==> src/execPkg.sv <==
package execPkg;

  // Architectural NZCV, N in the top bit
  typedef struct packed {
    logic n;
    logic z;
    logic c;
    logic v;
  } flagsT;

  // ARM condition field
  typedef enum logic [3:0] {
    EQ = 4'b0000, NE = 4'b0001, // Z set / clear
    CS = 4'b0010, CC = 4'b0011, // C set / clear
    MI = 4'b0100, PL = 4'b0101, // N set / clear
    VS = 4'b0110, VC = 4'b0111, // V set / clear
    HI = 4'b1000, LS = 4'b1001, // Unsigned compares
    GE = 4'b1010, LT = 4'b1011, // Signed compares
    GT = 4'b1100, LE = 4'b1101,
    AL = 4'b1110, NV = 4'b1111  // NV never executes here
  } condT;

  // Data-processing opcodes in architectural order
  typedef enum logic [3:0] {
    AND = 4'h0, EOR = 4'h1, SUB = 4'h2, RSB = 4'h3,
    ADD = 4'h4, ADC = 4'h5, SBC = 4'h6, RSC = 4'h7,
    TST = 4'h8, TEQ = 4'h9, CMP = 4'ha, CMN = 4'hb,
    ORR = 4'hc, MOV = 4'hd, BIC = 4'he, MVN = 4'hf
  } aluOpT;

  // Immediate shift kinds
  typedef enum logic [1:0] {
    LSL = 2'b00,
    LSR = 2'b01,
    ASR = 2'b10,
    ROR = 2'b11
  } shiftT;

  // Where C and V come from on a flag update
  typedef enum logic {
    cvLogic = 1'b0, // C from shifter, V kept
    cvArith = 1'b1  // C and V from the adder
  } cvClassT;

endpackage

==> src/flagBus.sv <==
`timescale 1ns/1ps

interface flagBus import execPkg::*; ();

  flagsT   aluFlags;     // NZCV from the ALU
  cvClassT cvClass;      // How C and V update
  logic    [1:0] multFlags; // {N, Z} from the multiplier
  logic    shifterCarry; // Last bit out of the shifter
  logic    multSelect;   // Instruction is a multiply

  modport aluSide (output aluFlags, output cvClass);
  modport multSide (output multFlags);
  modport shiftSide (output shifterCarry);

  // Condition unit sees every flag source
  modport condSide (
    input aluFlags,
    input cvClass,
    input multFlags,
    input shifterCarry,
    input multSelect
  );

endinterface

==> src/barrelShifter.sv <==
`timescale 1ns/1ps

module barrelShifter import execPkg::*; #(
  parameter int dataWidth = 32
) (
  input  logic [dataWidth-1:0] opB,
  input  shiftT                shiftType,
  input  logic [4:0]           shiftAmount,
  input  logic                 carryIn,     // Old C, used for amount 0
  output logic [dataWidth-1:0] operand2,
  flagBus.shiftSide            fb
);

  logic        [dataWidth:0]   lslExt;  // Carry sits above the result
  logic        [dataWidth:0]   lsrExt;  // Carry sits below the result
  logic signed [dataWidth:0]   asrExt;
  logic        [4:0]           rotAmt;
  logic        [dataWidth-1:0] rotated;

  // Extra bit catches the last bit shifted out
  assign lslExt = {1'b0, opB} << shiftAmount;
  assign lsrExt = {opB, 1'b0} >> shiftAmount;
  assign asrExt = $signed({opB, 1'b0}) >>> shiftAmount; // Sign fill past the width

  // Rotate wraps at the data width
  assign rotAmt  = 5'(shiftAmount % dataWidth);
  assign rotated = (opB >> rotAmt) | (opB << (dataWidth - rotAmt));

  always_comb begin
    operand2        = opB;
    fb.shifterCarry = carryIn;
    if (shiftAmount != 5'd0) begin // Zero amount passes opB and old C
      unique case (shiftType)
        LSL: begin
          operand2        = lslExt[dataWidth-1:0];
          fb.shifterCarry = lslExt[dataWidth];
        end
        LSR: begin
          operand2        = lsrExt[dataWidth:1];
          fb.shifterCarry = lsrExt[0];
        end
        ASR: begin
          operand2        = asrExt[dataWidth:1];
          fb.shifterCarry = asrExt[0];
        end
        ROR: begin
          operand2        = rotated;
          fb.shifterCarry = rotated[dataWidth-1]; // Bit that wrapped into the top
        end
      endcase
    end
  end

endmodule

==> src/dataProcAlu.sv <==
`timescale 1ns/1ps

module dataProcAlu import execPkg::*; #(
  parameter int dataWidth = 32
) (
  input  logic [dataWidth-1:0] opA,
  input  logic [dataWidth-1:0] operand2,
  input  aluOpT                aluOp,
  input  logic                 carryIn,   // C flag for ADC, SBC, RSC
  output logic [dataWidth-1:0] aluResult,
  flagBus.aluSide              fb
);

  logic [dataWidth-1:0] addA;
  logic [dataWidth-1:0] addB;
  logic                 addCin;
  logic [dataWidth:0]   sum;      // Top bit is the adder carry
  logic                 addV;
  cvClassT              cvClass;

  // Adder operands, subtraction as A + ~B + 1
  always_comb begin
    addA    = opA;
    addB    = operand2;
    addCin  = 1'b0;
    cvClass = cvArith;
    unique case (aluOp)
      SUB, CMP: begin
        addB   = ~operand2;
        addCin = 1'b1;
      end
      RSB: begin
        addA   = operand2;
        addB   = ~opA;
        addCin = 1'b1;
      end
      ADD, CMN: addCin = 1'b0;
      ADC: addCin = carryIn;
      SBC: begin
        addB   = ~operand2;
        addCin = carryIn; // C clear means borrow
      end
      RSC: begin
        addA   = operand2;
        addB   = ~opA;
        addCin = carryIn;
      end
      default: cvClass = cvLogic; // Logical ops and moves
    endcase
  end

  assign sum  = {1'b0, addA} + {1'b0, addB} + {{dataWidth{1'b0}}, addCin};
  // Signed overflow when like-signed inputs give an opposite-signed sum
  assign addV = (addA[dataWidth-1] == addB[dataWidth-1]) &&
                (sum[dataWidth-1] != addA[dataWidth-1]);

  always_comb begin
    unique case (aluOp)
      AND, TST: aluResult = opA & operand2;
      EOR, TEQ: aluResult = opA ^ operand2;
      ORR:      aluResult = opA | operand2;
      MOV:      aluResult = operand2;
      BIC:      aluResult = opA & ~operand2;
      MVN:      aluResult = ~operand2;
      default:  aluResult = sum[dataWidth-1:0]; // All adder ops
    endcase
  end

  assign fb.aluFlags.n = aluResult[dataWidth-1];
  assign fb.aluFlags.z = (aluResult == '0);
  assign fb.aluFlags.c = sum[dataWidth]; // Not-borrow on subtracts
  assign fb.aluFlags.v = addV;
  assign fb.cvClass    = cvClass;

endmodule

==> src/multiplyUnit.sv <==
`timescale 1ns/1ps

module multiplyUnit import execPkg::*; #(
  parameter int dataWidth = 32
) (
  input  logic [dataWidth-1:0] opA,
  input  logic [dataWidth-1:0] opB,
  input  logic [dataWidth-1:0] opAcc,      // Addend for MLA
  input  logic                 accumulate, // MLA when set, MUL otherwise
  output logic [dataWidth-1:0] multResult,
  flagBus.multSide             fb
);

  logic [dataWidth-1:0] product; // Low half only
  logic [dataWidth-1:0] addend;

  assign product = opA * opB;
  assign addend  = accumulate ? opAcc : '0;

  assign multResult = product + addend; // Wraps like the hardware

  // N from the top bit, Z from the whole word
  assign fb.multFlags[1] = multResult[dataWidth-1];
  assign fb.multFlags[0] = (multResult == '0);

endmodule

==> src/conditionUnit.sv <==
`timescale 1ns/1ps

module conditionUnit import execPkg::*; (
  input  condT  cond,
  input  flagsT flags,     // Registered flags
  input  logic  setFlags,  // S bit
  input  logic  issue,
  output logic  condEx,    // Instruction executes
  output flagsT flagsNext, // Value for the flag register
  flagBus.condSide fb
);

  logic ge;
  logic negNext;
  logic zeroNext;
  logic carryNext;
  logic overflowNext;
  logic updateNz;
  logic updateCv;

  assign ge = (flags.n == flags.v); // Signed greater or equal

  always_comb begin
    unique case (cond)
      EQ: condEx = flags.z;
      NE: condEx = ~flags.z;
      CS: condEx = flags.c;
      CC: condEx = ~flags.c;
      MI: condEx = flags.n;
      PL: condEx = ~flags.n;
      VS: condEx = flags.v;
      VC: condEx = ~flags.v;
      HI: condEx = flags.c & ~flags.z;
      LS: condEx = ~flags.c | flags.z;
      GE: condEx = ge;
      LT: condEx = ~ge;
      GT: condEx = ~flags.z & ge;
      LE: condEx = flags.z | ~ge;
      AL: condEx = 1'b1;
      NV: condEx = 1'b0; // Never execute
    endcase
  end

  // N and Z follow whichever unit produced the result
  assign negNext  = fb.multSelect ? fb.multFlags[1] : fb.aluFlags.n;
  assign zeroNext = fb.multSelect ? fb.multFlags[0] : fb.aluFlags.z;

  // Logical ops take the shifter carry
  assign carryNext = (fb.cvClass == cvLogic) ? fb.shifterCarry : fb.aluFlags.c;

  // V untouched by logical ops and multiplies
  assign overflowNext = (fb.cvClass == cvLogic || fb.multSelect) ? flags.v
                                                                  : fb.aluFlags.v;

  assign updateNz = issue & setFlags & condEx;
  assign updateCv = updateNz & ~fb.multSelect; // Multiply leaves C and V

  always_comb begin
    flagsNext = flags; // Hold unless written
    if (updateNz) begin
      flagsNext.n = negNext;
      flagsNext.z = zeroNext;
    end
    if (updateCv) begin
      flagsNext.c = carryNext;
      flagsNext.v = overflowNext;
    end
  end

endmodule

==> src/executeStage.sv <==
`timescale 1ns/1ps

module executeStage import execPkg::*; #(
  parameter int dataWidth = 32
) (
  input  logic                 clk,
  input  logic                 arstN,
  input  logic                 issue,       // One-cycle strobe
  input  condT                 cond,
  input  aluOpT                aluOp,
  input  logic                 setFlags,
  input  logic                 isMult,
  input  logic                 accumulate,
  input  logic [dataWidth-1:0] opA,
  input  logic [dataWidth-1:0] opB,
  input  logic [dataWidth-1:0] opAcc,
  input  shiftT                shiftType,
  input  logic [4:0]           shiftAmount,
  output logic                 retired,     // Pulse one cycle after issue
  output logic                 executed,    // Valid with retired
  output logic [dataWidth-1:0] result,
  output flagsT                flags        // Architectural NZCV
);

  logic [dataWidth-1:0] operand2;
  logic [dataWidth-1:0] aluResult;
  logic [dataWidth-1:0] multResult;
  logic [dataWidth-1:0] resultNext;
  logic                 condEx;
  flagsT                flagsNext;

  flagBus fb();

  assign fb.multSelect = isMult;

  barrelShifter #(.dataWidth(dataWidth)) uShifter (
    .opB         (opB),
    .shiftType   (shiftType),
    .shiftAmount (shiftAmount),
    .carryIn     (flags.c),
    .operand2    (operand2),
    .fb          (fb.shiftSide)
  );

  dataProcAlu #(.dataWidth(dataWidth)) uAlu (
    .opA       (opA),
    .operand2  (operand2),
    .aluOp     (aluOp),
    .carryIn   (flags.c),
    .aluResult (aluResult),
    .fb        (fb.aluSide)
  );

  multiplyUnit #(.dataWidth(dataWidth)) uMult (
    .opA        (opA),
    .opB        (opB),       // Multiplier bypasses the shifter
    .opAcc      (opAcc),
    .accumulate (accumulate),
    .multResult (multResult),
    .fb         (fb.multSide)
  );

  conditionUnit uCond (
    .cond      (cond),
    .flags     (flags),
    .setFlags  (setFlags),
    .issue     (issue),
    .condEx    (condEx),
    .flagsNext (flagsNext),
    .fb        (fb.condSide)
  );

  assign resultNext = isMult ? multResult : aluResult;

  always_ff @(posedge clk or negedge arstN) begin
    if (!arstN) begin
      retired  <= 1'b0;
      executed <= 1'b0;
      result   <= '0;
      flags    <= '0;
    end else begin
      retired  <= issue;
      executed <= issue & condEx;
      if (issue && condEx) result <= resultNext; // Compares still load
      flags    <= flagsNext; // Passes through when not updating
    end
  end

endmodule

==> config.mk <==
export PLATFORM = sky130hd
export DESIGN_NAME = executeStage
export DESIGN_NICKNAME = d
export VERILOG_FILES = /design/src/execPkg.sv /design/src/flagBus.sv /design/src/barrelShifter.sv /design/src/dataProcAlu.sv /design/src/multiplyUnit.sv /design/src/conditionUnit.sv /design/src/executeStage.sv
export SDC_FILE = /design/constraint.sdc
export NUM_CORES = 2
export LEC_CHECK = 0
export ABC_AREA = 1
export BUFFER_PORTS_ARGS = -buffer_cell sky130_fd_sc_hd__buf_2
export CAP_MARGIN = 20
export CORE_UTILIZATION = 65
export CTS_BUF_LIST = sky130_fd_sc_hd__clkbuf_4
export DETAILED_ROUTE_END_ITERATION = 10
export GPL_TIMING_DRIVEN = 0
export PLACE_DENSITY_LB_ADDON = 0.2
export SLEW_MARGIN = 0
export SYNTH_ARGS = -nofsm -noshare
export SYNTH_HDL_FRONTEND = slang
export SYNTH_SLANG_ARGS = --single-unit
==> constraint.sdc <==
create_clock -name clk -period 7.9 [get_ports clk]
set_clock_uncertainty 0.15 [all_clocks]
set_input_delay 1.58 -clock clk [delete_from_list [all_inputs] [get_ports clk]]
set_output_delay 1.58 -clock clk [all_outputs]
set_load 0.02 [all_outputs]
==> impl_results.md, run 1 <==
* Outcome: stopped before the end
* Stop stage: global routing
* First Err: [ERROR GRT-0116] Global routing finished with congestion. Check the congestion regions in the DRC Viewer.
* Synth Instances at 5004
* Placer Congestion at 1.17
* Pin count of the biggest net entering global routing at 39
* Synth Register Bits at 38
* Ys flop type: dfrtp_1
* H-tree depth at 2
* Die span in x at 220 um
* Hold buffers post-CTS at 0
* Area leader, netlist: fa_1
* Clk sinks at 38
* Vias in the first global route at 41697
* Post-synth cell types at 50
* Num CTS Buffers at 5
* Synthesized net count at 5750
* Top cell type's share of synthesized area at 28.6%
* Grt ovf at 102
* Total track usage at 79.3%
* Synth top cells by count: 1523 x nand2_1, 1094 x inv_1, 544 x nand3_1
* Initial core utilization at 66.0%
* Die Y at 220 um
* Avg Cell Area, Syn at 6.15 um^2
* Most frequent cell after synthesis: nand2_1
* YS warnings at 0
* Clock root buffer: clkbuf_4
* First-pass GRT wire length at 275000 um
* Clk buf depth at 2
* EDFF count, synth at 0
* Final HPWL from detailed placement at 115000 um
* Synth area leaders: fa_1 29%, nand2_1 19%, inv_1 13%
* Post-synthesis sequential area ratio at 3.09%
* Port bufs at 125
* FFs w/ async S/R, synth at 100%
* IO Pins at 155
* Num rows at 79
* Mapped cell area at 0.0308 mm^2
## per-layer routing
layer / track usage (%) / overflow
met3: 70.0 / 2
met4: 72.3 / 39
met5: 43.0 / 0
met1: 80.4 / 3
met2: 91.9 / 58
## per-stage QoR
step | setup TNS (ns) | cells | util [%] | worst slack (ns) | cell area (um^2)
floorplan | -0.103 | 5004 | - | -0.103 | 31200
global placement | -25.80 | 5736 | 69.7 | -2.10 | 32500
detailed placement | -28.77 | 5736 | 69.7 | -2.25 | 32500
CTS | -2.55 | 5775 | 73.2 | -0.624 | 34200
## logic make-up after synthesis
| logic type | after synthesis | synth area share (%) |
|---|---|---|
| simple gates | 2342 | 31.5 |
| xor+xnor | 77 | 2.19 |
| fa+ha+maj | 629 | 36.3 |
| buf+inv | 1369 | 17.0 |
| compound gates | 549 | 9.87 |
| flops | 38 | 3.09 |
## what timing repair did
action / in CTS
buffers inserted: 49
gates resized for setup: 356
gates cloned: 1
endpoints found under the setup margin: 20
pin swaps: 82
==> run 2, diff against run 1 <==
CORE_UTILIZATION = 40   (was 65)
CTS_BUF_LIST = unset   (was sky130_fd_sc_hd__clkbuf_4)
PLACE_DENSITY_LB_ADDON = 0.15   (was 0.2)
==> run 2 against run 1 <==
Net effect:
- the flow now finishes, with violations (setup timing)
- area after synthesis unchanged
- synthesized cell count unchanged
==> impl_results.md, run 2 <==
* First-pass GRT wire length at 221000 um
* Clock slew at the register clock pins of the worst setup and hold paths at 0.05 ns
* Area leader, netlist: fa_1 (unchanged)
* Max cap viols at 0
* Max reg flops at 32
* CP peak stage delay at 0.56 ns
* Number of routed nets with antenna violations at 0
* Crit path max fanout at 7
* Placer Congestion at 1.06 (was 1.17)
* IO Pins at 155 (unchanged)
* Synth Instances at 5004 (unchanged)
* Top flop regs: result (32), flags (4)
* Slowest CP cell: fa_1
* Most frequent cells in the layout: 1491 x nand2_1, 1065 x inv_1, 538 x nand3_1
* Outcome: finished, violations left (was stopped before the end)
* Slew Viols, Final at 0
* Post-place setup slack at -2.48 ns (was -2.25 ns)
* Fin. Hold Viols at 0
* Num CTS Buffers at 5 (unchanged)
* Most common cell on crit path: fa_1
* R2R cell count at 22
* Final Instance Count excl. Fillers at 6245
* Clk Latency, worst-skew pair at 0.28 ns
* CP endpoint kind: flop
* Die span in x at 279 um (was 220 um)
* Min Tclk post-route at 8.74 ns
* Post-synthesis sequential area ratio at 3.09% (unchanged)
* Layout cell share with drive strength beyond 1 at 11.1%
* Synthesized net count at 5750 (unchanged)
* Commonest non-fill, non-tap cell in the layout: nand2_1
* Mapped cell area at 0.0308 mm^2 (unchanged)
* Clk buf depth at 2 (unchanged)
* Crit Path Class: in2reg
* Worst Path Required at 7.97 ns
* Ys flop type: dfrtp_1 (unchanged)
* Clock root buffer: clkbuf_16 (was clkbuf_4)
* DR vias at 34673
* Avg Cell Area, Syn at 6.15 um^2 (unchanged)
* CP Launch Type: primary input
* Num rows at 101 (was 79)
* CTS tree: done
* Hold Startpoint: result[24]
* Final wirelength at 154000 um
* Placed cells at 6165 (was 5736)
* Core region area at 0.0761 mm^2
* Fmax at 0.114 GHz
* Hold depth at 2
* Initial antenna violation count at 8
* Buf+Inv Stages, Crit Path at 9
* Crit path arrival time at 8.82 ns
* Clk sinks at 38 (unchanged)
* Period utilization at 111%
* Vias in the first global route at 33577
* Fill cells at 8208
* Top cell type's share of synthesized area at 28.6% (unchanged)
* Final net count at 5957
* FFs w/ async S/R, synth at 100% (unchanged)
* Synth top cells by count: 1523 x nand2_1, 1094 x inv_1, 544 x nand3_1 (unchanged)
* Grt ovf at 0
* Per-cell routed wire length at 24.6 um
* Final HPWL from detailed placement at 125000 um (was 115000 um)
* DRC violations left at 0
* Port bufs at 125 (unchanged)
* Total track usage at 38.9%
* Hold Path End: result[24]
* Worst-Margin Slew at 1.08 ns
* EDFF count, synth at 0 (unchanged)
* DRT Pass-1 Iters at 7
* Die ar. at 0.0781 mm^2
* Failing checks: setup timing
* Drt via density at 5.55
* Top delay family on crit path: adder cells
* Worst setup margin at -0.843 ns
* Top reg by flops: result
* Initial drt markers at 4108
* Die Y at 279 um (was 220 um)
* Most frequent cell after synthesis: nand2_1 (unchanged)
* # setup viols final at 14
* R2R Path End: flags[2]
* Area delta synth->final at 16.3%
* Synth Register Bits at 38 (unchanged)
* Pin count of the biggest net entering global routing at 39
* Worst min path class: reg2reg
* Hold buffers post-CTS at 0 (unchanged)
* Setup slack, reg-to-reg at 3.24 ns
* Initial core utilization at 40.5% (was 66.0%)
* TNS Setup at -4.99 ns
* Post-synth cell types at 50 (unchanged)
* Critical R2R Launch: flags[1]
* RSZ-0062 raised after global routing: yes
* Worst slew margin at 27.9%
* Synth area leaders: fa_1 29%, nand2_1 19%, inv_1 13% (unchanged)
* H-tree depth at 2 (unchanged)
* YS warnings at 0 (unchanged)
==> run 2: layer usage <==
metal	GRT usage, %	routed length (um)
met4	22.4	10800
met2	61.4	67500
met1	49.6	59300
met5	0	23
met3	7.89	16000
==> run 2: metrics by stage <==
step	instance area [um^2]	hold WS, ns	util, %
global route	35800	0.352	47.1
finish	35800	0.322	47.1
detailed placement	33200	0.314	43.6
CTS	35000	0.326	46.0
global placement	33100	0.315	43.5
floorplan	31200	0.422	-
==> run 2: logic make-up (layout without fill, tap and decap cells) <==
| logic type | count (synthesis) | in the layout | share of synthesized area (%) |
|---|---|---|---|
| xor+xnor | 77 | 77 | 2.19 |
| flops | 38 | 38 | 3.09 |
| other cells | 0 | 3 | 0 |
| compound gates | 549 | 549 | 9.87 |
| simple gates | 2342 | 2342 | 31.5 |
| buf+inv | 1369 | 1577 | 17.0 |
| fa+ha+maj | 629 | 629 | 36.3 |
==> run 2: worst min-delay path, cell delays in order, from the launching register on <==
cell and delay [ns]:
dfrtp_1 0.34, nand2_1 0.05, nand2_1 0.05
==> run 2: final cells by class <==
cell class / instances / area [um^2] / share of cell area [%]
buffer: 238 / 1940 / 5.43
sequential: 38 / 951 / 2.66
clock inverter: 1 / 30.0 / 0.0839
timing repair buffer: 221 / 1700 / 4.75
tap: 1030 / 1290 / 3.60
inverter: 1110 / 4170 / 11.7
clock buffer: 7 / 133 / 0.370
multi-input combinational: 3597 / 25600 / 71.4
antenna: 3 / 7.51 / 0.0210
==> run 2: worst max path at each step <==
stage	start	to	slack (ns)	cells after the start
2_1_floorplan	opB[7]	flags[2]	-0.10	33
3_3_place_gp	opB[13]	flags[2]	-2.42	29
3_5_place_dp	opB[13]	flags[2]	-2.48	31
4_1_cts	opB[3]	flags[2]	-0.77	35
5_1_grt	opA[12]	flags[2]	-1.06	35
6_report	opB[2]	flags[2]	-0.84	33
==> run 2: timing repair <==
item / in CTS / in global routing
hold endpoints to repair: 0 / 0
pin swaps: 67 / 106
gates resized for setup: 373 / 177
setup endpoints to repair: 23 / 27
gates cloned: 0 / 1
setup buffers: 51 / 43
Power of run 2 is left out: the tool's default activity adds up to more than one toggle a clock period on the data nets, which glitch-free logic cannot reach.
